==> config.mk <==
export PLATFORM = sky130hd
export DESIGN_NAME = video_win_top
export DESIGN_NICKNAME = d
export VERILOG_FILES = /design/src/design/video_win_pkg.sv /design/src/design/video_win_top.sv /design/src/design/window_center.sv /design/src/design/ar_fit.sv /design/src/design/umuldiv.sv /design/src/design/ar_select.sv /design/src/design/host_cmd_decoder.sv
export VERILOG_INCLUDE_DIRS = /design/src /design/src/design
export SDC_FILE = /design/constraint.sdc
export NUM_CORES = 1
export LEC_CHECK = 0
export CORE_AREA = 2 2 205 207
export CTS_CLUSTER_DIAMETER = 60
export DETAILED_ROUTE_END_ITERATION = 10
export DIE_AREA = 0 0 207 209
export DONT_BUFFER_PORTS = 1
export HOLD_SLACK_MARGIN = 0.08
export PLACE_DENSITY = 0.72
export SLEW_MARGIN = 10
export SYNTH_ARGS = -nofsm -noshare
export SYNTH_HDL_FRONTEND = slang
export SYNTH_SLANG_ARGS = --single-unit
export TNS_END_PERCENT = 1
==> constraint.sdc <==
create_clock -name clk_sys -period 7.3 [get_ports clk_sys]
set_input_delay 1.46 -clock clk_sys [delete_from_list [all_inputs] [get_ports clk_sys]]
set_output_delay 1.46 -clock clk_sys [all_outputs]
set_load 0.005 [all_outputs]
==> src/design/video_win_macros.svh <==
// Command codes of the host commands that the window pipeline decodes
// Widths of screen dimensions, aspect values and the multiply-divide product
// Output mode size loaded at reset
`ifndef VIDEO_WIN_MACROS_SVH
`define VIDEO_WIN_MACROS_SVH

//////////////////////////////////////////////////
// Widths
//////////////////////////////////////////////////

// Screen dimension in pixels or lines
`define VW_DIM_W 12
// Aspect value, top bit flags a literal size
`define VW_AR_W 13
// Full product of two dimensions
`define VW_PROD_W 24

//////////////////////////////////////////////////
// Host commands
//////////////////////////////////////////////////

`define VW_CMD_MODE 8'h20
`define VW_CMD_VSET 8'h27
`define VW_CMD_HSET 8'h37
`define VW_CMD_ARC  8'h3A

// Mode after reset, 1080p
`define VW_DEF_WIDTH  12'd1920
`define VW_DEF_HEIGHT 12'd1080

`endif
==> src/design/video_win_pkg.sv <==
// Shared types of the video window pipeline
// Screen dimension, aspect value, product and the fit FSM state
`include "video_win_macros.svh"

package video_win_pkg;

	// Unsigned screen dimension
	typedef logic [`VW_DIM_W-1:0] dim_t;

	// Aspect value as sent by the host or the core
	typedef logic [`VW_AR_W-1:0] ar_t;

	// Multiply-divide dividend
	typedef logic [`VW_PROD_W-1:0] prod_t;

	// Aspect fit sequencer
	typedef enum logic [2:0] {
		FIT_IDLE,
		// Load first multiply-divide
		FIT_MD1,
		// Wait for width, then load the second one
		FIT_W1,
		// Wait for height
		FIT_W2,
		FIT_DONE
	} fit_state_t;

endpackage

==> src/design/video_win_top.sv <==
// Video window top level
// Host decoder, size and aspect selection, aspect fit, window centring

module video_win_top (
	input  logic                clk_sys,
	input  logic                resetd,
	input  logic                i_io_en,
	input  logic                i_io_strobe,
	input  logic [15:0]         i_io_din,
	input  video_win_pkg::ar_t  i_arx,
	input  video_win_pkg::ar_t  i_ary,
	output video_win_pkg::dim_t o_hdmi_width,
	output video_win_pkg::dim_t o_hdmi_height,
	output logic                o_win_valid,
	output video_win_pkg::dim_t o_hmin,
	output video_win_pkg::dim_t o_hmax,
	output video_win_pkg::dim_t o_vmin,
	output video_win_pkg::dim_t o_vmax
);

	video_win_pkg::dim_t width;
	video_win_pkg::dim_t height;
	video_win_pkg::dim_t vset;
	video_win_pkg::dim_t hset;
	video_win_pkg::ar_t  arc1x;
	video_win_pkg::ar_t  arc1y;
	video_win_pkg::ar_t  arc2x;
	video_win_pkg::ar_t  arc2y;
	video_win_pkg::dim_t sel_arx;
	video_win_pkg::dim_t sel_ary;
	video_win_pkg::dim_t fit_w;
	video_win_pkg::dim_t fit_h;
	logic                freescale;
	logic                cfg_upd;
	logic                sel_valid;
	logic                sel_xy;
	logic                fit_valid;

	//////////////////////////////////////////////////
	// Stage 1, host side
	//////////////////////////////////////////////////

	host_cmd_decoder u_dec (
		.clk_sys     (clk_sys),
		.resetd      (resetd),
		.i_io_en     (i_io_en),
		.i_io_strobe (i_io_strobe),
		.i_io_din    (i_io_din),
		.o_width     (width),
		.o_height    (height),
		.o_vset      (vset),
		.o_hset      (hset),
		.o_freescale (freescale),
		.o_arc1x     (arc1x),
		.o_arc1y     (arc1y),
		.o_arc2x     (arc2x),
		.o_arc2y     (arc2y),
		.o_cfg_upd   (cfg_upd)
	);

	ar_select u_sel (
		.clk_sys       (clk_sys),
		.resetd        (resetd),
		.i_sel_req     (cfg_upd),
		.i_width       (width),
		.i_height      (height),
		.i_vset        (vset),
		.i_hset        (hset),
		.i_arc1x       (arc1x),
		.i_arc1y       (arc1y),
		.i_arc2x       (arc2x),
		.i_arc2y       (arc2y),
		.i_arx         (i_arx),
		.i_ary         (i_ary),
		.o_sel_valid   (sel_valid),
		.o_hdmi_width  (o_hdmi_width),
		.o_hdmi_height (o_hdmi_height),
		.o_arx         (sel_arx),
		.o_ary         (sel_ary),
		.o_xy          (sel_xy)
	);

	//////////////////////////////////////////////////
	// Stages 3 and 4, fit and placement
	//////////////////////////////////////////////////

	ar_fit u_fit (
		.clk_sys       (clk_sys),
		.resetd        (resetd),
		.i_sel_valid   (sel_valid),
		.i_hdmi_width  (o_hdmi_width),
		.i_hdmi_height (o_hdmi_height),
		.i_arx         (sel_arx),
		.i_ary         (sel_ary),
		.i_xy          (sel_xy),
		.i_freescale   (freescale),
		.o_fit_valid   (fit_valid),
		.o_fit_w       (fit_w),
		.o_fit_h       (fit_h)
	);

	window_center u_win (
		.clk_sys       (clk_sys),
		.resetd        (resetd),
		.i_fit_valid   (fit_valid),
		.i_fit_w       (fit_w),
		.i_fit_h       (fit_h),
		.i_width       (width),
		.i_height      (height),
		.i_hdmi_width  (o_hdmi_width),
		.i_hdmi_height (o_hdmi_height),
		.o_win_valid   (o_win_valid),
		.o_hmin        (o_hmin),
		.o_hmax        (o_hmax),
		.o_vmin        (o_vmin),
		.o_vmax        (o_vmax)
	);

endmodule

==> src/design/window_center.sv <==
// Window placement, last pipeline stage
// Fitted size clamped to the output size, then centred in the mode

module window_center (
	input  logic                clk_sys,
	input  logic                resetd,
	input  logic                i_fit_valid,
	input  video_win_pkg::dim_t i_fit_w,
	input  video_win_pkg::dim_t i_fit_h,
	input  video_win_pkg::dim_t i_width,
	input  video_win_pkg::dim_t i_height,
	input  video_win_pkg::dim_t i_hdmi_width,
	input  video_win_pkg::dim_t i_hdmi_height,
	output logic                o_win_valid,
	output video_win_pkg::dim_t o_hmin,
	output video_win_pkg::dim_t o_hmax,
	output video_win_pkg::dim_t o_vmin,
	output video_win_pkg::dim_t o_vmax
);

	video_win_pkg::dim_t videow;
	video_win_pkg::dim_t videoh;
	video_win_pkg::dim_t hofs;
	video_win_pkg::dim_t vofs;

	assign videow = (i_fit_w > i_hdmi_width) ? i_hdmi_width : i_fit_w;
	assign videoh = (i_fit_h > i_hdmi_height) ? i_hdmi_height : i_fit_h;

	// Output size never exceeds the mode, so no underflow here
	assign hofs = video_win_pkg::dim_t'((i_width - videow) >> 1);
	assign vofs = video_win_pkg::dim_t'((i_height - videoh) >> 1);

	always_ff @(posedge clk_sys) begin
		if (resetd) begin
			o_win_valid <= 1'b0;
			o_hmin      <= '0;
			o_hmax      <= '0;
			o_vmin      <= '0;
			o_vmax      <= '0;
		end else begin
			o_win_valid <= i_fit_valid;
			if (i_fit_valid) begin
				o_hmin <= hofs;
				o_hmax <= hofs + videow - 12'd1;
				o_vmin <= vofs;
				o_vmax <= vofs + videoh - 12'd1;
			end
		end
	end

	// Upstream never hands over an empty picture
	a_win_order: assert property (@(posedge clk_sys) disable iff (resetd)
		o_win_valid |-> o_hmin <= o_hmax);

endmodule

==> src/design/ar_fit.sv <==
// Aspect fit sequencer, third pipeline stage
// Free-scale, no-ratio and literal-size shortcuts
// Width then height through one shared multiply-divide
// One request can wait while another is computing

module ar_fit (
	input  logic                clk_sys,
	input  logic                resetd,
	input  logic                i_sel_valid,
	input  video_win_pkg::dim_t i_hdmi_width,
	input  video_win_pkg::dim_t i_hdmi_height,
	input  video_win_pkg::dim_t i_arx,
	input  video_win_pkg::dim_t i_ary,
	input  logic                i_xy,
	input  logic                i_freescale,
	output logic                o_fit_valid,
	output video_win_pkg::dim_t o_fit_w,
	output video_win_pkg::dim_t o_fit_h
);

	video_win_pkg::fit_state_t state;
	logic                      pending;
	logic                      md_start;
	logic                      md_busy;
	video_win_pkg::dim_t       md_mul1;
	video_win_pkg::dim_t       md_mul2;
	video_win_pkg::dim_t       md_div;
	video_win_pkg::dim_t       md_res;

	umuldiv u_muldiv (
		.clk_sys  (clk_sys),
		.resetd   (resetd),
		.i_start  (md_start),
		.i_mul1   (md_mul1),
		.i_mul2   (md_mul2),
		.i_div    (md_div),
		.o_busy   (md_busy),
		.o_result (md_res)
	);

	always_ff @(posedge clk_sys) begin
		if (resetd) begin
			state       <= video_win_pkg::FIT_IDLE;
			pending     <= 1'b0;
			md_start    <= 1'b0;
			o_fit_valid <= 1'b0;
		end else begin
			md_start    <= 1'b0;
			o_fit_valid <= 1'b0;

			// Served later with whatever stage 2 holds by then
			if (i_sel_valid && state != video_win_pkg::FIT_IDLE) pending <= 1'b1;

			case (state)
				video_win_pkg::FIT_IDLE: begin
					if (i_sel_valid || pending) begin
						pending <= 1'b0;
						if (i_freescale || i_arx == '0 || i_ary == '0) begin
							o_fit_w <= i_hdmi_width;
							o_fit_h <= i_hdmi_height;
							state   <= video_win_pkg::FIT_DONE;
						end else if (i_xy) begin
							// Core gave the picture size itself
							o_fit_w <= i_arx;
							o_fit_h <= i_ary;
							state   <= video_win_pkg::FIT_DONE;
						end else begin
							state <= video_win_pkg::FIT_MD1;
						end
					end
				end
				video_win_pkg::FIT_MD1: begin
					md_mul1  <= i_hdmi_height;
					md_mul2  <= i_arx;
					md_div   <= i_ary;
					md_start <= 1'b1;
					state    <= video_win_pkg::FIT_W1;
				end
				video_win_pkg::FIT_W1: begin
					if (!md_start && !md_busy) begin
						o_fit_w  <= md_res;
						md_mul1  <= i_hdmi_width;
						md_mul2  <= i_ary;
						md_div   <= i_arx;
						md_start <= 1'b1;
						state    <= video_win_pkg::FIT_W2;
					end
				end
				video_win_pkg::FIT_W2: begin
					if (!md_start && !md_busy) begin
						o_fit_h <= md_res;
						state   <= video_win_pkg::FIT_DONE;
					end
				end
				default: begin
					o_fit_valid <= 1'b1;
					state       <= video_win_pkg::FIT_IDLE;
				end
			endcase
		end
	end

endmodule

==> src/design/umuldiv.sv <==
// Sequential unsigned multiply-then-divide
// One load cycle forms the product, then a restoring divider
// produces one quotient bit per cycle, floor rounding
`include "video_win_macros.svh"

module umuldiv (
	input  logic                clk_sys,
	input  logic                resetd,
	input  logic                i_start,
	input  video_win_pkg::dim_t i_mul1,
	input  video_win_pkg::dim_t i_mul2,
	input  video_win_pkg::dim_t i_div,
	output logic                o_busy,
	output video_win_pkg::dim_t o_result
);

	// Dividend shifts out at the top while quotient bits enter at the bottom
	video_win_pkg::prod_t dvd;
	video_win_pkg::dim_t  rem;
	video_win_pkg::dim_t  dvs;
	logic [`VW_DIM_W:0]   trial;
	logic [4:0]           step;

	assign trial    = {rem, dvd[`VW_PROD_W-1]};
	assign o_result = dvd[`VW_DIM_W-1:0];

	always_ff @(posedge clk_sys) begin
		if (resetd) begin
			o_busy <= 1'b0;
			step   <= '0;
		end else if (i_start) begin
			o_busy <= 1'b1;
			step   <= 5'(`VW_PROD_W);
		end else if (o_busy) begin
			step <= step - 5'd1;
			if (step == 5'd1) o_busy <= 1'b0;
		end
	end

	//////////////////////////////////////////////////
	// Datapath
	//////////////////////////////////////////////////

	always_ff @(posedge clk_sys) begin
		if (i_start) begin
			dvd <= video_win_pkg::prod_t'(i_mul1) * video_win_pkg::prod_t'(i_mul2);
			rem <= '0;
			dvs <= i_div;
		end else if (o_busy) begin
			// Subtract when the partial remainder covers the divisor
			if (trial >= {1'b0, dvs}) begin
				rem <= video_win_pkg::dim_t'(trial - {1'b0, dvs});
				dvd <= {dvd[`VW_PROD_W-2:0], 1'b1};
			end else begin
				rem <= trial[`VW_DIM_W-1:0];
				dvd <= {dvd[`VW_PROD_W-2:0], 1'b0};
			end
		end
	end

	// Caller waits for the previous result
	a_no_restart: assert property (@(posedge clk_sys) disable iff (resetd)
		i_start |-> !o_busy);

endmodule

==> src/design/ar_select.sv <==
// Second pipeline stage that selects the output size and aspect source
// Reduced size against the mode size
// Core ratio, custom pair 1 or 2, or no ratio
// Request strobe on host update, core ratio change or reset exit

module ar_select (
	input  logic                clk_sys,
	input  logic                resetd,
	input  logic                i_sel_req,
	input  video_win_pkg::dim_t i_width,
	input  video_win_pkg::dim_t i_height,
	input  video_win_pkg::dim_t i_vset,
	input  video_win_pkg::dim_t i_hset,
	input  video_win_pkg::ar_t  i_arc1x,
	input  video_win_pkg::ar_t  i_arc1y,
	input  video_win_pkg::ar_t  i_arc2x,
	input  video_win_pkg::ar_t  i_arc2y,
	input  video_win_pkg::ar_t  i_arx,
	input  video_win_pkg::ar_t  i_ary,
	output logic                o_sel_valid,
	output video_win_pkg::dim_t o_hdmi_width,
	output video_win_pkg::dim_t o_hdmi_height,
	output video_win_pkg::dim_t o_arx,
	output video_win_pkg::dim_t o_ary,
	output logic                o_xy
);

	video_win_pkg::ar_t  arx_d;
	video_win_pkg::ar_t  ary_d;
	video_win_pkg::ar_t  sel_x;
	video_win_pkg::ar_t  sel_y;
	video_win_pkg::dim_t hdmi_w;
	video_win_pkg::dim_t hdmi_h;
	logic                init_pend;
	logic                ar_chg;
	logic                sel_go;

	// Reduced size only when set and smaller than the mode
	assign hdmi_w = (i_hset != '0 && i_hset < i_width) ? i_hset : i_width;
	assign hdmi_h = (i_vset != '0 && i_vset < i_height) ? i_vset : i_height;

	always_comb begin
		if (i_ary != '0) begin
			sel_x = i_arx;
			sel_y = i_ary;
		end else if (i_arx == 13'd1) begin
			sel_x = i_arc1x;
			sel_y = i_arc1y;
		end else if (i_arx == 13'd2) begin
			sel_x = i_arc2x;
			sel_y = i_arc2y;
		end else begin
			sel_x = '0;
			sel_y = '0;
		end
	end

	assign ar_chg = (i_arx != arx_d) || (i_ary != ary_d);
	assign sel_go = i_sel_req | ar_chg | init_pend;

	// Core ratio of the previous cycle for change detection
	always_ff @(posedge clk_sys) begin
		arx_d <= i_arx;
		ary_d <= i_ary;
	end

	always_ff @(posedge clk_sys) begin
		if (resetd) begin
			init_pend   <= 1'b1;
			o_sel_valid <= 1'b0;
		end else begin
			init_pend   <= 1'b0;
			o_sel_valid <= sel_go;
		end
	end

	// Held between requests
	always_ff @(posedge clk_sys) begin
		if (sel_go) begin
			o_hdmi_width  <= hdmi_w;
			o_hdmi_height <= hdmi_h;
			o_arx         <= sel_x[11:0];
			o_ary         <= sel_y[11:0];
			o_xy          <= sel_x[12] | sel_y[12];
		end
	end

endmodule

==> src/design/host_cmd_decoder.sv <==
// Host command decoder, first pipeline stage
// Command latch and parameter word index
// Mode size, VSET, HSET with free-scale flag, custom aspect pairs
// Update strobe when a frame with a kept command closes
`include "video_win_macros.svh"

module host_cmd_decoder (
	input  logic                clk_sys,
	input  logic                resetd,
	input  logic                i_io_en,
	input  logic                i_io_strobe,
	input  logic [15:0]         i_io_din,
	output video_win_pkg::dim_t o_width,
	output video_win_pkg::dim_t o_height,
	output video_win_pkg::dim_t o_vset,
	output video_win_pkg::dim_t o_hset,
	output logic                o_freescale,
	output video_win_pkg::ar_t  o_arc1x,
	output video_win_pkg::ar_t  o_arc1y,
	output video_win_pkg::ar_t  o_arc2x,
	output video_win_pkg::ar_t  o_arc2y,
	output logic                o_cfg_upd
);

	logic       has_cmd;
	logic [7:0] cmd;
	logic [3:0] cnt;
	logic       en_d;
	logic       kept;

	assign kept = (cmd == `VW_CMD_MODE) || (cmd == `VW_CMD_VSET) ||
		(cmd == `VW_CMD_HSET) || (cmd == `VW_CMD_ARC);

	always_ff @(posedge clk_sys) begin
		if (resetd) begin
			has_cmd     <= 1'b0;
			cmd         <= '0;
			cnt         <= '0;
			en_d        <= 1'b0;
			o_cfg_upd   <= 1'b0;
			o_width     <= `VW_DEF_WIDTH;
			o_height    <= `VW_DEF_HEIGHT;
			o_vset      <= '0;
			o_hset      <= '0;
			o_freescale <= 1'b0;
			o_arc1x     <= '0;
			o_arc1y     <= '0;
			o_arc2x     <= '0;
			o_arc2y     <= '0;
		end else begin
			en_d <= i_io_en;
			// Frame closed, cmd and has_cmd still hold its state here
			o_cfg_upd <= en_d & ~i_io_en & has_cmd & kept;

			if (!i_io_en) begin
				has_cmd <= 1'b0;
			end else if (i_io_strobe) begin
				if (!has_cmd) begin
					has_cmd <= 1'b1;
					cmd     <= i_io_din[7:0];
					cnt     <= '0;
				end else begin
					// Index saturates, only the first words matter
					if (cnt != 4'hf) cnt <= cnt + 4'd1;

					case (cmd)
						`VW_CMD_MODE: begin
							// Porch and sync words are skipped
							if (cnt == 4'd0) o_width <= i_io_din[11:0];
							if (cnt == 4'd4) o_height <= i_io_din[11:0];
						end
						`VW_CMD_VSET: begin
							if (cnt == 4'd0) o_vset <= i_io_din[11:0];
						end
						`VW_CMD_HSET: begin
							if (cnt == 4'd0) begin
								o_freescale <= i_io_din[15];
								o_hset      <= i_io_din[11:0];
							end
						end
						`VW_CMD_ARC: begin
							case (cnt)
								4'd0: o_arc1x <= i_io_din[12:0];
								4'd1: o_arc1y <= i_io_din[12:0];
								4'd2: o_arc2x <= i_io_din[12:0];
								4'd3: o_arc2y <= i_io_din[12:0];
								default: ;
							endcase
						end
						default: ;
					endcase
				end
			end
		end
	end

	// Host only strobes inside a framed command
	a_strobe_in_frame: assert property (@(posedge clk_sys) disable iff (resetd)
		i_io_strobe |-> i_io_en);

endmodule

# Yosys cells after proc, flatten, opt, wreduce, memory -nomap -nowiden
# Cells that the tools add are included.
# op_classes
addsub,9
reduce_logical,42
muxes,49
mul,1
bitwise_logic,9
eq_ne,22
magnitude_cmp,5
# op_table
cell,count
12-bit 2-to-1 mux,15
12-bit one-hot mux with 2 select lines,5
13-bit 2-to-1 mux,6
5-bit AND reduction,10
24-bit 2-to-1 mux,2
12-bit subtractor,3
8-bit by 6-bit equality test with 1-bit output (second input constant),4
13-bit inequality test,2
11-bit by 12-bit adder with 12-bit output,2
12-bit > comparator,2
12-bit logical NOT,2
12-bit < comparator,2
12-bit by 12-bit multiplier with 24-bit output,1
12-bit nonzero test,2
12-bit by 1-bit subtractor with 12-bit output (second input constant),2
3-bit 2-to-1 mux,5
13-bit by 1-bit equality test with 1-bit output (second input constant),1
13-bit by 2-bit equality test with 1-bit output (second input constant),1
13-bit by 12-bit >= comparator with 1-bit output,1
13-bit nonzero test,1
3-bit one-hot mux with 4 select lines,1
3-bit AND reduction,4
1-bit 2-to-1 mux,10
5-bit 2-to-1 mux,2
other kinds (26),51
# word_totals
register_bits,360
output_inout_bits,73

# Logic depth before layout (Yosys ltp)
# Gate-level depths: netlist of the first run.
# depth
word_depth,6
mapped_depth,30
depth_no_buf,29

# By module
# From an unflattened synthesis of the first run, not the netlist that was laid out.
# hier_totals
cells_unflattened,2518
area_unflattened_um2,24324.6
# by_module_without_submodules
mod,area_per_inst_um2,seq_area_each_um2,instances,cells_per_inst
umuldiv,7576.0,1441.4,1,821
window_center,5022.3,940.9,1,611
host_cmd_decoder,4772.1,2322.2,1,446
ar_select,3761.1,2031.9,1,311
ar_fit,3193.1,1921.8,1,329

# Least setup slack after synthesis of the first run
# Ideal clock, no wire load.
# synth_path
path_kind,register -> register
start,register u_fit.md_mul2[11]
end,"register u_fit.u_muldiv.dvd[23], data pin"
n_path_buf,1
stages_incl_launch_ff,23
required_ns,7.044
setup_time_ns,0.256
arrival_time_ns,5.607
path_slack_ns,1.438
cell_sequence,edfxtp_1 -> clkbuf_1 -> nand2_1 -> fa_1 -> fa_1 -> inv_1 -> fa_1 -> fa_1 -> inv_1 -> fa_1 -> inv_1 -> ha_1 -> a21oi_1 -> o21ba_2 -> nor2b_1 -> a21oi_1 -> o31ai_1 -> o2111ai_1 -> a21boi_0 -> o21a_1 -> nor4_1 -> or4_1 -> a31o_2
# synth_via
elab_chain_cells,2
# synth_lines
item,line_no,text
start: declaration,ar_fit.sv:26,video_win_pkg::dim_t md_mul2;
start signal: assignment,ar_fit.sv:74,md_mul2 <= i_arx;
start signal: assignment,ar_fit.sv:83,md_mul2 <= i_ary;
12-bit by 12-bit multiplier with 24-bit output,umuldiv.sv:46,dvd <= video_win_pkg::prod_t'(i_mul1) * video_win_pkg::prod_t'(i_mul2);
24-bit 2-to-1 mux,umuldiv.sv:45,if (i_start) begin
end signal: assignment,umuldiv.sv:46,
end signal: assignment,umuldiv.sv:53,"dvd <= {dvd[`VW_PROD_W-2:0], 1'b1};"
end signal: assignment,umuldiv.sv:56,"dvd <= {dvd[`VW_PROD_W-2:0], 1'b0};"
end: declaration,umuldiv.sv:18,video_win_pkg::prod_t dvd;
# Every way passes these cells.
# A chain may end at the register's enable or synchronous reset.

# Worst setup path in the final report of the first run
# layout_path
start,register u_fit.md_mul1[3]
end,"register u_fit.u_muldiv.dvd[23], data pin"
# layout_via
elab_chain_cells,2
# layout_lines
item,line_no,text
start: declaration,ar_fit.sv:25,video_win_pkg::dim_t md_mul1;
start signal: assignment,ar_fit.sv:73,md_mul1 <= i_hdmi_height;
start signal: assignment,ar_fit.sv:82,md_mul1 <= i_hdmi_width;
12-bit by 12-bit multiplier with 24-bit output,umuldiv.sv:46,
24-bit 2-to-1 mux,umuldiv.sv:45,
# Every way passes these cells.

==> results of run 1 <==
cells in the mapped netlist, drive strengths merged (63+ instances only):
cell / count / area [sq um]
inv: 276 / 1040
nand2: 234 / 878
dfxtp: 215 / 4300
nor2: 195 / 732
ha: 186 / 2330
mux2i: 168 / 1690
edfxtp: 145 / 4350
fa: 103 / 2060
clkbuf: 99 / 372
a21oi: 86 / 430
o21ai: 80 / 400
mux2: 69 / 777
xnor2: 63 / 552
metrics by stage:
step | power, W | setup WS [ns]
finish | 0.00853 | 0.722
floorplan | 0.00572 | 1.44
global placement | 0.00640 | 0.859
global route | 0.00923 | 0.431
CTS | 0.00857 | 0.736
detailed placement | 0.00651 | 0.764
flip-flops by register name, indices dropped and copies added (netlist names), 13 cells and up:
| signal | count |
|---|---|
| u_fit.u_muldiv.dvd | 24 |
| u_dec.o_arc1y | 13 |
| u_sel.ary_d | 13 |
| u_dec.o_arc1x | 13 |
| u_dec.o_arc2y | 13 |
| u_dec.o_arc2x | 13 |
| u_sel.arx_d | 13 |
how the worst max path moves through the flow:
| stage | from | to | slack (ns) |
|---|---|---|---|
| finish | u_fit.md_mul1[3] | u_fit.u_muldiv.dvd[23] | 0.72 |
| floorplan | u_fit.md_mul2[11] | u_fit.u_muldiv.dvd[23] | 1.44 |
| CTS | u_fit.md_mul1[3] | u_fit.u_muldiv.dvd[23] | 0.74 |
| global placement | u_fit.md_mul1[3] | u_fit.u_muldiv.dvd[23] | 0.86 |
| global route | u_fit.md_mul1[3] | u_fit.u_muldiv.dvd[23] | 0.43 |
| detailed placement | u_fit.md_mul1[3] | u_fit.u_muldiv.dvd[23] | 0.76 |
power groups by stage:
stage / logic, W / clock network, W / registers, W
global route: 0.00458 / 0.00212 / 0.00253
CTS: 0.00401 / 0.00205 / 0.00251
detailed placement: 0.00396 / 0 / 0.00255
floorplan: 0.00327 / 0 / 0.00245
finish: 0.00400 / 0.00202 / 0.00251
global placement: 0.00386 / 0 / 0.00254
critical path, cell delays in order (launching register included):
cell and delay [ns]:
edfxtp_1 0.65, and2_1 0.30, fa_1 0.54, inv_1 0.05
fa_1 0.49, inv_1 0.06, fa_1 0.53, fa_1 0.55
inv_1 0.06, fa_1 0.54, inv_1 0.05, ha_1 0.37
a21oi_1 0.14, o21ba_2 0.23, nor2b_1 0.11, a21oi_1 0.05
o31ai_1 0.15, o2111ai_1 0.24, a21boi_0 0.22, o21a_1 0.18
nor4_1 0.08, or4_1 0.53, a31o_2 0.24
cell families (layout without fill, tap and decap cells):
logic type                 after synthesis  after routing  synth area share, %
xor gates and xnor gates                92             92                 3.49
AOI/OAI and AO/OA                      353            353                 10.0
DFF                                    360            360                 37.5
muxes                                  237            237                 10.7
other                                    1              2               0.0163
buffers and inverters                  393            365                 6.49
adders and majority gates              289            289                 19.0
and+or+nand+nor                        644            644                 12.7
layout make-up:
cell class | instances | area [sq um] | share of cell area (%)
Timing Repair Buffer | 17 | 128 | 0.516
Sequential cell | 360 | 8660 | 35.0
Inverter | 277 | 1040 | 4.20
Clock inverter | 21 | 229 | 0.925
Tap cell | 539 | 674 | 2.72
Clock buffer | 50 | 1090 | 4.40
Multi-Input combinational cell | 1617 | 12900 | 52.3
cells in the final DEF, fill, tap and decap left out, drive strengths merged, types with 6 or more instances in the layout:
cell	n
inv	278
nand2	234
dfxtp	215
nor2	195
ha	186
mux2i	168
edfxtp	145
fa	103
a21oi	86
o21ai	80
mux2	69
xnor2	63
and2	56
clkbuf	50
xor2	29
nor3	29
a21o	28
a211oi	25
a22oi	23
nor4	23
o21bai	20
nand2b	19
nor2b	18
o21a	18
nand4	18
nand3	18
buf	17
clkinv	14
a31oi	13
o211ai	11
or2	7
o31ai	7
or3	6
a21boi	6
layer usage:
| layer | up-vias | share of wire [%] |
|---|---|---|
| li1 | 7927 | - |
| met1 | 8139 | 41 |
| met2 | 523 | 49 |
| met3 | 127 | 6.6 |
| met4 | 0 | 3.3 |
| met5 | - | 0 |
==> summary.md, run 1 <==
| Metric | Value |
|---|---|
| RSZ-0062 raised after global routing | `no` |
| Number of cell rows | `75` |
| Synthesized cell area | `23100 sq um` |
| Register area share after synthesis | `37.5%` |
| Final worst path period share | `90.1%` |
| Seq pwr share | `29.4%` |
| Routed WL | `56400 um` |
| Layout filler cell count | `3476` |
| Met1 usage in global routing | `32.8%` |
| Reg clk slew, reported paths | `0.06 ns` |
| Leak pwr | `10.8 nW` |
| WP data required | `7.61 ns` |
| CTS Buf Count | `39` |
| H-tree depth | `2` |
| Routability Congestion | `0.909` |
| Congestion Overflow GR | `0` |
| Worst hold path class | `reg -> reg` |
| Busiest grt layer | `met2` |
| Worst-Skew Late Latency | `0.55 ns` |
| Slew Limit Fails | `0` |
| Setup TNS | `0 ns` |
| Clock network power share | `23.7%` |
| CP Class | `reg -> reg` |
| Min cycle time layout | `6.58 ns` |
| Reg2Reg Depth | `22` |
| Vias in the first global route | `16900` |
| Routed len/inst | `19.6 um` |
| Peak supply drop | `225 uV` |
| Largest net degree at the start of global routing | `163` |
| Outcome | `finished, final reports clean` |
| Number of enable flip-flop cells after synthesis | `145` |
| Synth Register Bits | `360` |
| Share of cells above drive strength 1 | `7.39%` |
| Gr usage total | `26.2%` |
| Max cap viols | `0` |
| Synthesis warning total | `0` |
| Reg2reg start | `u_fit.md_mul1[3]` |
| Final core utilization | `60.0%` |
| Total Nets Final | `2647` |
| Die area | `43300 sq um` |
| CORE AREA | `41300 sq um` |
| Met2 Resource Use GR | `45.5%` |
| Number of library cell types mapped by synthesis | `69` |
| Max Clk Rate | `0.152 GHz` |
| PwrDens | `345 nW/um^2` |
| Hold_sp | `u_fit.md_div[9]` |
| Worst hold stages | `0` |
| Clock Skew | `0.0210 ns` |
| Initial DRC Count | `1128` |
| Die Y | `209 um` |
| Sw frac | `37.5%` |
| Die X | `207 um` |
| Port bufs | `0` |
| WHS | `0.417 ns` |
| Final Non-Filler Cells | `2881` |
| Post-synth ARST share | `0%` |
| Placed insts | `2810` |
| Net Sw Power | `0.00320 W` |
| Synth-to-Final Area Change | `7.33%` |
| Post-route cell area | `24800 sq um` |
| Mapped Avg Cell Area | `9.74 sq um` |
| Gate power share | `46.9%` |
| Final setup violation count | `0` |
| Internal | `0.00533 W` |
| # diodes | `0` |
| Met3 usage | `4.63%` |
| Post-Syn Instances | `2369` |
| Wire length of the first global-routing pass | `90700 um` |
| Crit path DAT | `6.89 ns` |
| Post-synth top flop | `dfxtp_1` |
| Post-DP Area | `23400 sq um` |
| FF-to-FF End | `u_fit.u_muldiv.dvd[23]` |
| Drt drc | `0` |
| Post-DRT Antenna Nets | `0` |
| Flop-to-flop setup slack | `0.72 ns` |
| Worst Tran Pin Value | `1.20 ns` |
| Startpoint types | `register` |
| CTS tree | `yes` |
| First-pass DRT Iterations | `6` |
| Rel. slew slack | `19.4%` |
| WHS Endpoint | `u_fit.u_muldiv.dvs[9]` |
| Crit-path max FO | `12` |
| Vias/cell | `5.80` |
| CTS hold repair buffers | `0` |
| Max clock buf depth | `3` |
| Worst Setup End Kind | `register` |
| Resized Gates After CTS | `0` |
| Final Hold Fails | `0` |
| Post-CTS Repair Setup Buffers | `0` |
| Initial antenna violation count | `0` |
| Root Buffer | `clkbuf_16` |
| CTS Sinks | `360` |
| Top Ports | `119` |
| Vias after detailed routing | `16700` |
| Final HPWL DP | `41300 um` |
| Initial Util | `55.9%` |
Power figures use the tool's default switching activity.
==> run 2, diff against run 1 <==
Settings changed: CORE_AREA 2 2 205 207 to 2 2 146 290, CTS_CLUSTER_DIAMETER 60 to unset, DIE_AREA 0 0 207 209 to 0 0 148 292, SETUP_SLACK_MARGIN set to 0.15.
==> summary.md, run 2 (synthesis results as in run 1) <==
| Metric | Value |
|---|---|
| Post-DRT Antenna Nets | `0 (unchanged)` |
| Final worst path period share | `90.8% (+0.69 points)` |
| Worst Tran Pin Value | `1.21 ns (+0.0102 ns)` |
| Max Clk Rate | `0.151 GHz (-0.77%)` |
| Rel. slew slack | `18.8% (-0.61 points)` |
| Gate power share | `48.8% (+1.9 points)` |
| Vias in the first global route | `17600 (+4.1%)` |
| Most flops, register | `u_fit.u_muldiv.dvd` |
| CTS hold repair buffers | `0 (unchanged)` |
| Reg clk slew, reported paths | `0.07 ns (about the same)` |
| Top Ports | `119 (unchanged)` |
| Reg2reg start | `u_fit.md_mul1[3]` |
| Seq pwr share | `30.1% (+0.7 points)` |
| Synth-to-Final Area Change | `6.57%` |
| Sw frac | `39.0% (+1.5 points)` |
| Post-route cell area | `24600 sq um (-0.71%)` |
| First-pass DRT Iterations | `6 (unchanged)` |
| Setup TNS | `0 ns (unchanged)` |
| Largest net degree at the start of global routing | `163 (unchanged)` |
| Worst-Skew Late Latency | `0.60 ns (+0.05 ns)` |
| Final Hold Fails | `0 (unchanged)` |
| Leak pwr | `10.7 nW (-0.73%)` |
| Internal | `0.00512 W (-4.0%)` |
| Max cap viols | `0 (unchanged)` |
| Clock network power share | `21.1% (-2.6 points)` |
| CTS Sinks | `360 (unchanged)` |
| Vias after detailed routing | `16800 (+0.65%)` |
| CORE AREA | `41000 sq um (-0.73%)` |
| Drt drc | `0 (unchanged)` |
| Worst hold path class | `reg -> reg` |
| Share of cells above drive strength 1 | `7.24% (-0.15 points)` |
| RSZ-0062 raised after global routing | `no` |
| Min cycle time layout | `6.63 ns (+0.0507 ns)` |
| Vias/cell | `5.86 (+1.0%)` |
| Layout filler cell count | `3474 (-0.058%)` |
| Crit-path max FO | `12 (unchanged)` |
| Routed WL | `60500 um (+7.2%)` |
| Crit path DAT | `6.98 ns (+0.09 ns)` |
| Max reg flops | `24 (unchanged)` |
| Routability Congestion | `0.945 (+4.0%)` |
| Post-DP Area | `23500 sq um (+0.17%)` |
| Outcome | `finished, final reports clean` |
| Slew Limit Fails | `0 (unchanged)` |
| Die X | `148 um (-29%)` |
| Wire length of the first global-routing pass | `95200 um (+5.0%)` |
| Total Nets Final | `2645 (-0.076%)` |
| Gr usage total | `28.3% (+2.1 points)` |
| Leading cell type in the layout, fill and taps excluded | `inv_1` |
| PwrDens | `341 nW/um^2 (-0.90%)` |
| WP data required | `7.65 ns (+0.04 ns)` |
| Worst Setup End Kind | `register` |
| Hold_sp | `u_fit.md_div[4]` |
| Resized Gates After CTS | `0 (unchanged)` |
| Max clock buf depth | `3 (unchanged)` |
| Routed len/inst | `21.1 um (+7.6%)` |
| Initial antenna violation count | `1 (+1)` |
| Die Y | `292 um (+40%)` |
| Net Sw Power | `0.00328 W (+2.3%)` |
| H-tree depth | `1 (-1)` |
| Clock Skew | `0.0147 ns (-0.00628 ns)` |
| Number of cell rows | `105 (+40%)` |
| Final setup violation count | `0 (unchanged)` |
| CTS Buf Count | `31 (-21%)` |
| Worst Setup SP | `u_fit.md_mul1[3]` |
| Initial DRC Count | `1037 (-8.1%)` |
| Post-CTS Repair Setup Buffers | `0 (unchanged)` |
| Final HPWL DP | `46600 um (+13%)` |
| Congestion Overflow GR | `0 (unchanged)` |
| Die area | `43200 sq um (-0.11%)` |
| Most frequent cells in the layout | `276 x inv_1, 234 x nand2_1, 213 x dfxtp_1, 195 x nor2_1, 186 x ha_1` |
| CTS tree | `yes` |
| Root Buffer | `clkbuf_16` |
| Startpoint types | `register` |
| Initial Util | `56.3% (+0.41 points)` |
| CP Class | `reg -> reg` |
| Port bufs | `0 (unchanged)` |
| Peak supply drop | `217 uV (-3.8%)` |
==> run 2: changes by cell type in the layout (fill, tap and decap cells not counted), moves of 2 or more <==
cell | before | now
clkbuf_16 | 40 | 33
buf_4 | 17 | 23
clkbuf_8 | 5 | 9
clkinv_1 | 4 | 2
clkbuf_1 | 5 | 3
clkinv_2 | 9 | 3
bufinv_16 | 4 | 2
==> run 2: area by class of cell <==
cell class | instances | area, sq um | area share [%]
inverters | 277 | 1040 | 4.23
flip-flops and latches | 360 | 8660 | 35.2
diodes | 1 | 2.50 | 0.0102
clock buffers | 45 | 961 | 3.91
clock inverters | 12 | 138 | 0.560
multi-input cells | 1617 | 12900 | 52.6
well taps | 535 | 669 | 2.72
repair buffers | 23 | 173 | 0.702
==> run 2: path summary, 6_finish.rpt <==
check / slack, ns / cells past startpoint / end
setup / recovery: 0.67 / 22 / u_fit.u_muldiv.dvd[23]
hold reg to reg: 0.42 / 0 / u_fit.u_muldiv.dvs[4]
hold / removal: 0.42 / 0 / u_fit.u_muldiv.dvs[4]
setup reg to reg: 0.67 / 22 / u_fit.u_muldiv.dvd[23]
==> run 2: critical path, cell delays in order (launching register included) <==
cell and delay, ns:
edfxtp_1 0.65, and2_1 0.30, fa_1 0.53, inv_1 0.05, fa_1 0.48, inv_1 0.06, fa_1 0.51, fa_1 0.55
inv_1 0.06, fa_1 0.54, inv_1 0.04, ha_1 0.37, a21oi_1 0.13, o21ba_2 0.22, nor2b_1 0.11, a21oi_1 0.05
o31ai_1 0.16, o2111ai_1 0.24, a21boi_0 0.24, o21a_1 0.20, nor4_1 0.09, or4_1 0.52, a31o_2 0.24
==> run 2: layer usage <==
metal / wire, um / up-vias / track usage [%]
met5: 16 / - / 0
met4: 3540 / 2 / 15.0
met3: 3520 / 197 / 5.22
met2: 33000 / 527 / 54.1
met1: 20400 / 8191 / 28.4
li1: - / 7907 / -
==> run 2: per-stage QoR <==
step / cells / setup WS, ns / total power, W / hold WS (ns) / util [%]
floorplan: 2370 / 1.44 / 0.00572 / 0.400 / -
global placement: 2812 / 0.819 / 0.00651 / 0.402 / 57.3
detailed placement: 2812 / 0.714 / 0.00664 / 0.405 / 57.3
CTS: 2869 / 0.695 / 0.00843 / 0.421 / 60.0
global route: 2869 / 0.365 / 0.00907 / 0.428 / 60.0
finish: 2870 / 0.671 / 0.00839 / 0.421 / 60.0
==> run 2: power groups by stage <==
stage / clock network (W) / registers [W] / logic (W)
after detailed placement: 0 / 0.00257 / 0.00408
after CTS: 0.00179 / 0.00253 / 0.00412
final: 0.00177 / 0.00253 / 0.00410
after global placement: 0 / 0.00256 / 0.00394
after global routing: 0.00187 / 0.00255 / 0.00465
after floorplan: 0 / 0.00245 / 0.00327
==> run 3, diff against run 2 <==
Settings changed: PLACE_DENSITY 0.72 to 0.79.
==> summary.md, run 3 (synthesis results as in run 1) <==
| Metric | Value |
|---|---|
| Routed WL | `60900 um (+0.58%)` |
| Vias/cell | `5.95 (+1.5%)` |
| Reg clk slew, reported paths | `0.08 ns (about the same)` |
| Max incr delay on CP | `0.65 ns (about the same)` |
| Synth-to-Final Area Change | `6.42%` |
| Resized Gates After CTS | `0 (unchanged)` |
| PwrDens | `344 nW/um^2 (+0.74%)` |
| Post-DP Area | `23500 sq um (about the same)` |
| Vias after detailed routing | `17100 (+1.3%)` |
| Max cap viols | `0 (unchanged)` |
| Leading cell type in the layout, fill and taps excluded | `inv_1` |
| Routability Congestion | `1.06 (+12%)` |
| Die area | `43200 sq um (unchanged)` |
| CP Class | `reg -> reg` |
| RSZ-0062 raised after global routing | `no` |
| Max reg flops | `24 (unchanged)` |
| Worst hold path class | `reg -> reg` |
| Initial Util | `56.3% (unchanged)` |
| Reg2Reg Depth | `29 (+32%)` |
| CP max stage cell | `edfxtp_1` |
| Top Ports | `119 (unchanged)` |
| Outcome | `finished, final reports clean` |
| Initial antenna violation count | `1 (unchanged)` |
| Wire length of the first global-routing pass | `95500 um (+0.30%)` |
| Number of cell rows | `105 (unchanged)` |
| Gr usage total | `28.4% (+0.064 points)` |
| Largest net degree at the start of global routing | `163 (unchanged)` |
| Rel. slew slack | `25.9% (+7.0 points)` |
| Post-DRT Antenna Nets | `0 (unchanged)` |
| Final setup violation count | `0 (unchanged)` |
| Post-route cell area | `24500 sq um (-0.14%)` |
| Most frequent cells in the layout | `276 x inv_1, 234 x nand2_1, 213 x dfxtp_1, 195 x nor2_1, 186 x ha_1` |
| Most flops, register | `u_fit.u_muldiv.dvd` |
| Slew Limit Fails | `0 (unchanged)` |
| Max clock buf depth | `3 (unchanged)` |
| Drt drc | `0 (unchanged)` |
| Worst Tran Pin Value | `1.11 ns (-0.105 ns)` |
| CTS Sinks | `360 (unchanged)` |
| Leak pwr | `10.7 nW (-0.13%)` |
| CTS tree | `yes` |
| Total Nets Final | `2642 (-0.11%)` |
| Crit path DAT | `7.07 ns (+0.09 ns)` |
| Final worst path period share | `90.0% (-0.85 points)` |
| CTS Buf Count | `30 (-3.2%)` |
| Root Buffer | `clkbuf_16` |
| Die Y | `292 um (unchanged)` |
| Port bufs | `0 (unchanged)` |
| Congestion Overflow GR | `0 (unchanged)` |
| Clock Skew | `0.0365 ns (+0.0218 ns)` |
| First-pass DRT Iterations | `6 (unchanged)` |
| Post-CTS Repair Setup Buffers | `0 (unchanged)` |
| Worst-Skew Late Latency | `0.61 ns (about the same)` |
| H-tree depth | `1 (unchanged)` |
| Layout filler cell count | `3401 (-2.1%)` |
| Setup TNS | `0 ns (unchanged)` |
| Worst Setup End Kind | `register` |
| Final Hold Fails | `0 (unchanged)` |
| Initial DRC Count | `1177 (+14%)` |
| Routed len/inst | `21.2 um (+0.68%)` |
| CORE AREA | `41000 sq um (unchanged)` |
| Worst hold stages | `0 (unchanged)` |
| Share of cells above drive strength 1 | `7.21% (-0.034 points)` |
| Final HPWL DP | `46500 um (-0.38%)` |
| Crit-path max FO | `8 (-4)` |
| WP data required | `7.81 ns (+0.16 ns)` |
| Min cycle time layout | `6.57 ns (-0.0622 ns)` |
| CTS hold repair buffers | `0 (unchanged)` |
| Max Clk Rate | `0.152 GHz (+0.95%)` |
| Startpoint types | `register` |
| Vias in the first global route | `17700 (+0.76%)` |
| Die X | `148 um (unchanged)` |
| Peak supply drop | `240 uV (+11%)` |
[run 3: cell count changes in the layout (fill, tap and decap cells not counted), sizes merged]
cell      previous run  this run
bufinv               2         1
clkinv               6        10
clkbuf              45        43
buf                 23        21
clkinvlp             2         0
[run 3: layer usage]
| layer | up-vias | GRT usage [%] | share of wire [%] |
|---|---|---|---|
| met2 | 616 | 52.1 | 53 |
| li1 | 7905 | - | - |
| met5 | - | 0 | 0.031 |
| met1 | 8281 | 29.2 | 34 |
| met4 | 2 | 18.9 | 7.7 |
| met3 | 247 | 4.48 | 5.3 |
[run 3: critical path, delay by kind of cell (launching register included)]
family | cells | cell delay, ns
AO/OA/AOI/OAI | 12 | 2.31
AND/OR/NAND/NOR | 8 | 1.26
adder cells (fa/ha/maj) | 4 | 1.10
flip-flops | 1 | 0.65
multiplexers | 1 | 0.59
XOR/XNOR | 2 | 0.40
buffers and inverters | 2 | 0.19
[run 3: area by class of cell]
type                       instances  area (sq um)  share of cell area [%]
antenna                            1          2.50                  0.0102
inverter                         277          1040                    4.24
tap                              535           669                    2.73
clock inverter                    13           123                   0.500
multi-input combinational       1617         12900                    52.7
sequential                       360          8660                    35.3
timing repair buffer              21           158                   0.642
clock buffer                      43           953                    3.88
[run 3: through the flow]
stage,power [W],hold slack (ns),cells,setup WS [ns],utilization [%]
final,0.00844,0.415,2867,0.733,59.9
after global routing,0.00910,0.419,2866,0.305,59.9
after detailed placement,0.00671,0.405,2810,0.664,57.2
after CTS,0.00844,0.416,2866,0.637,59.9
after global placement,0.00652,0.402,2810,0.850,57.2
after floorplan,0.00572,0.400,2370,1.44,-
[run 3: report_power, final]
part	switching [W]	internal (W)	total (W)
Clock	0.000767	0.000952	0.00172
Sequential	0.000190	0.00232	0.00251
Combinational	0.00240	0.00182	0.00422
[run 3: worst paths after layout]
kind / from / end / slack [ns]
setup / recovery: u_sel.o_hdmi_height[1] / u_win.o_vmax[11] / 0.73
hold / removal: u_fit.md_div[0] / u_fit.u_muldiv.dvs[0] / 0.41
setup reg to reg: u_sel.o_hdmi_height[1] / u_win.o_vmax[11] / 0.73
hold reg to reg: u_fit.md_div[0] / u_fit.u_muldiv.dvs[0] / 0.41
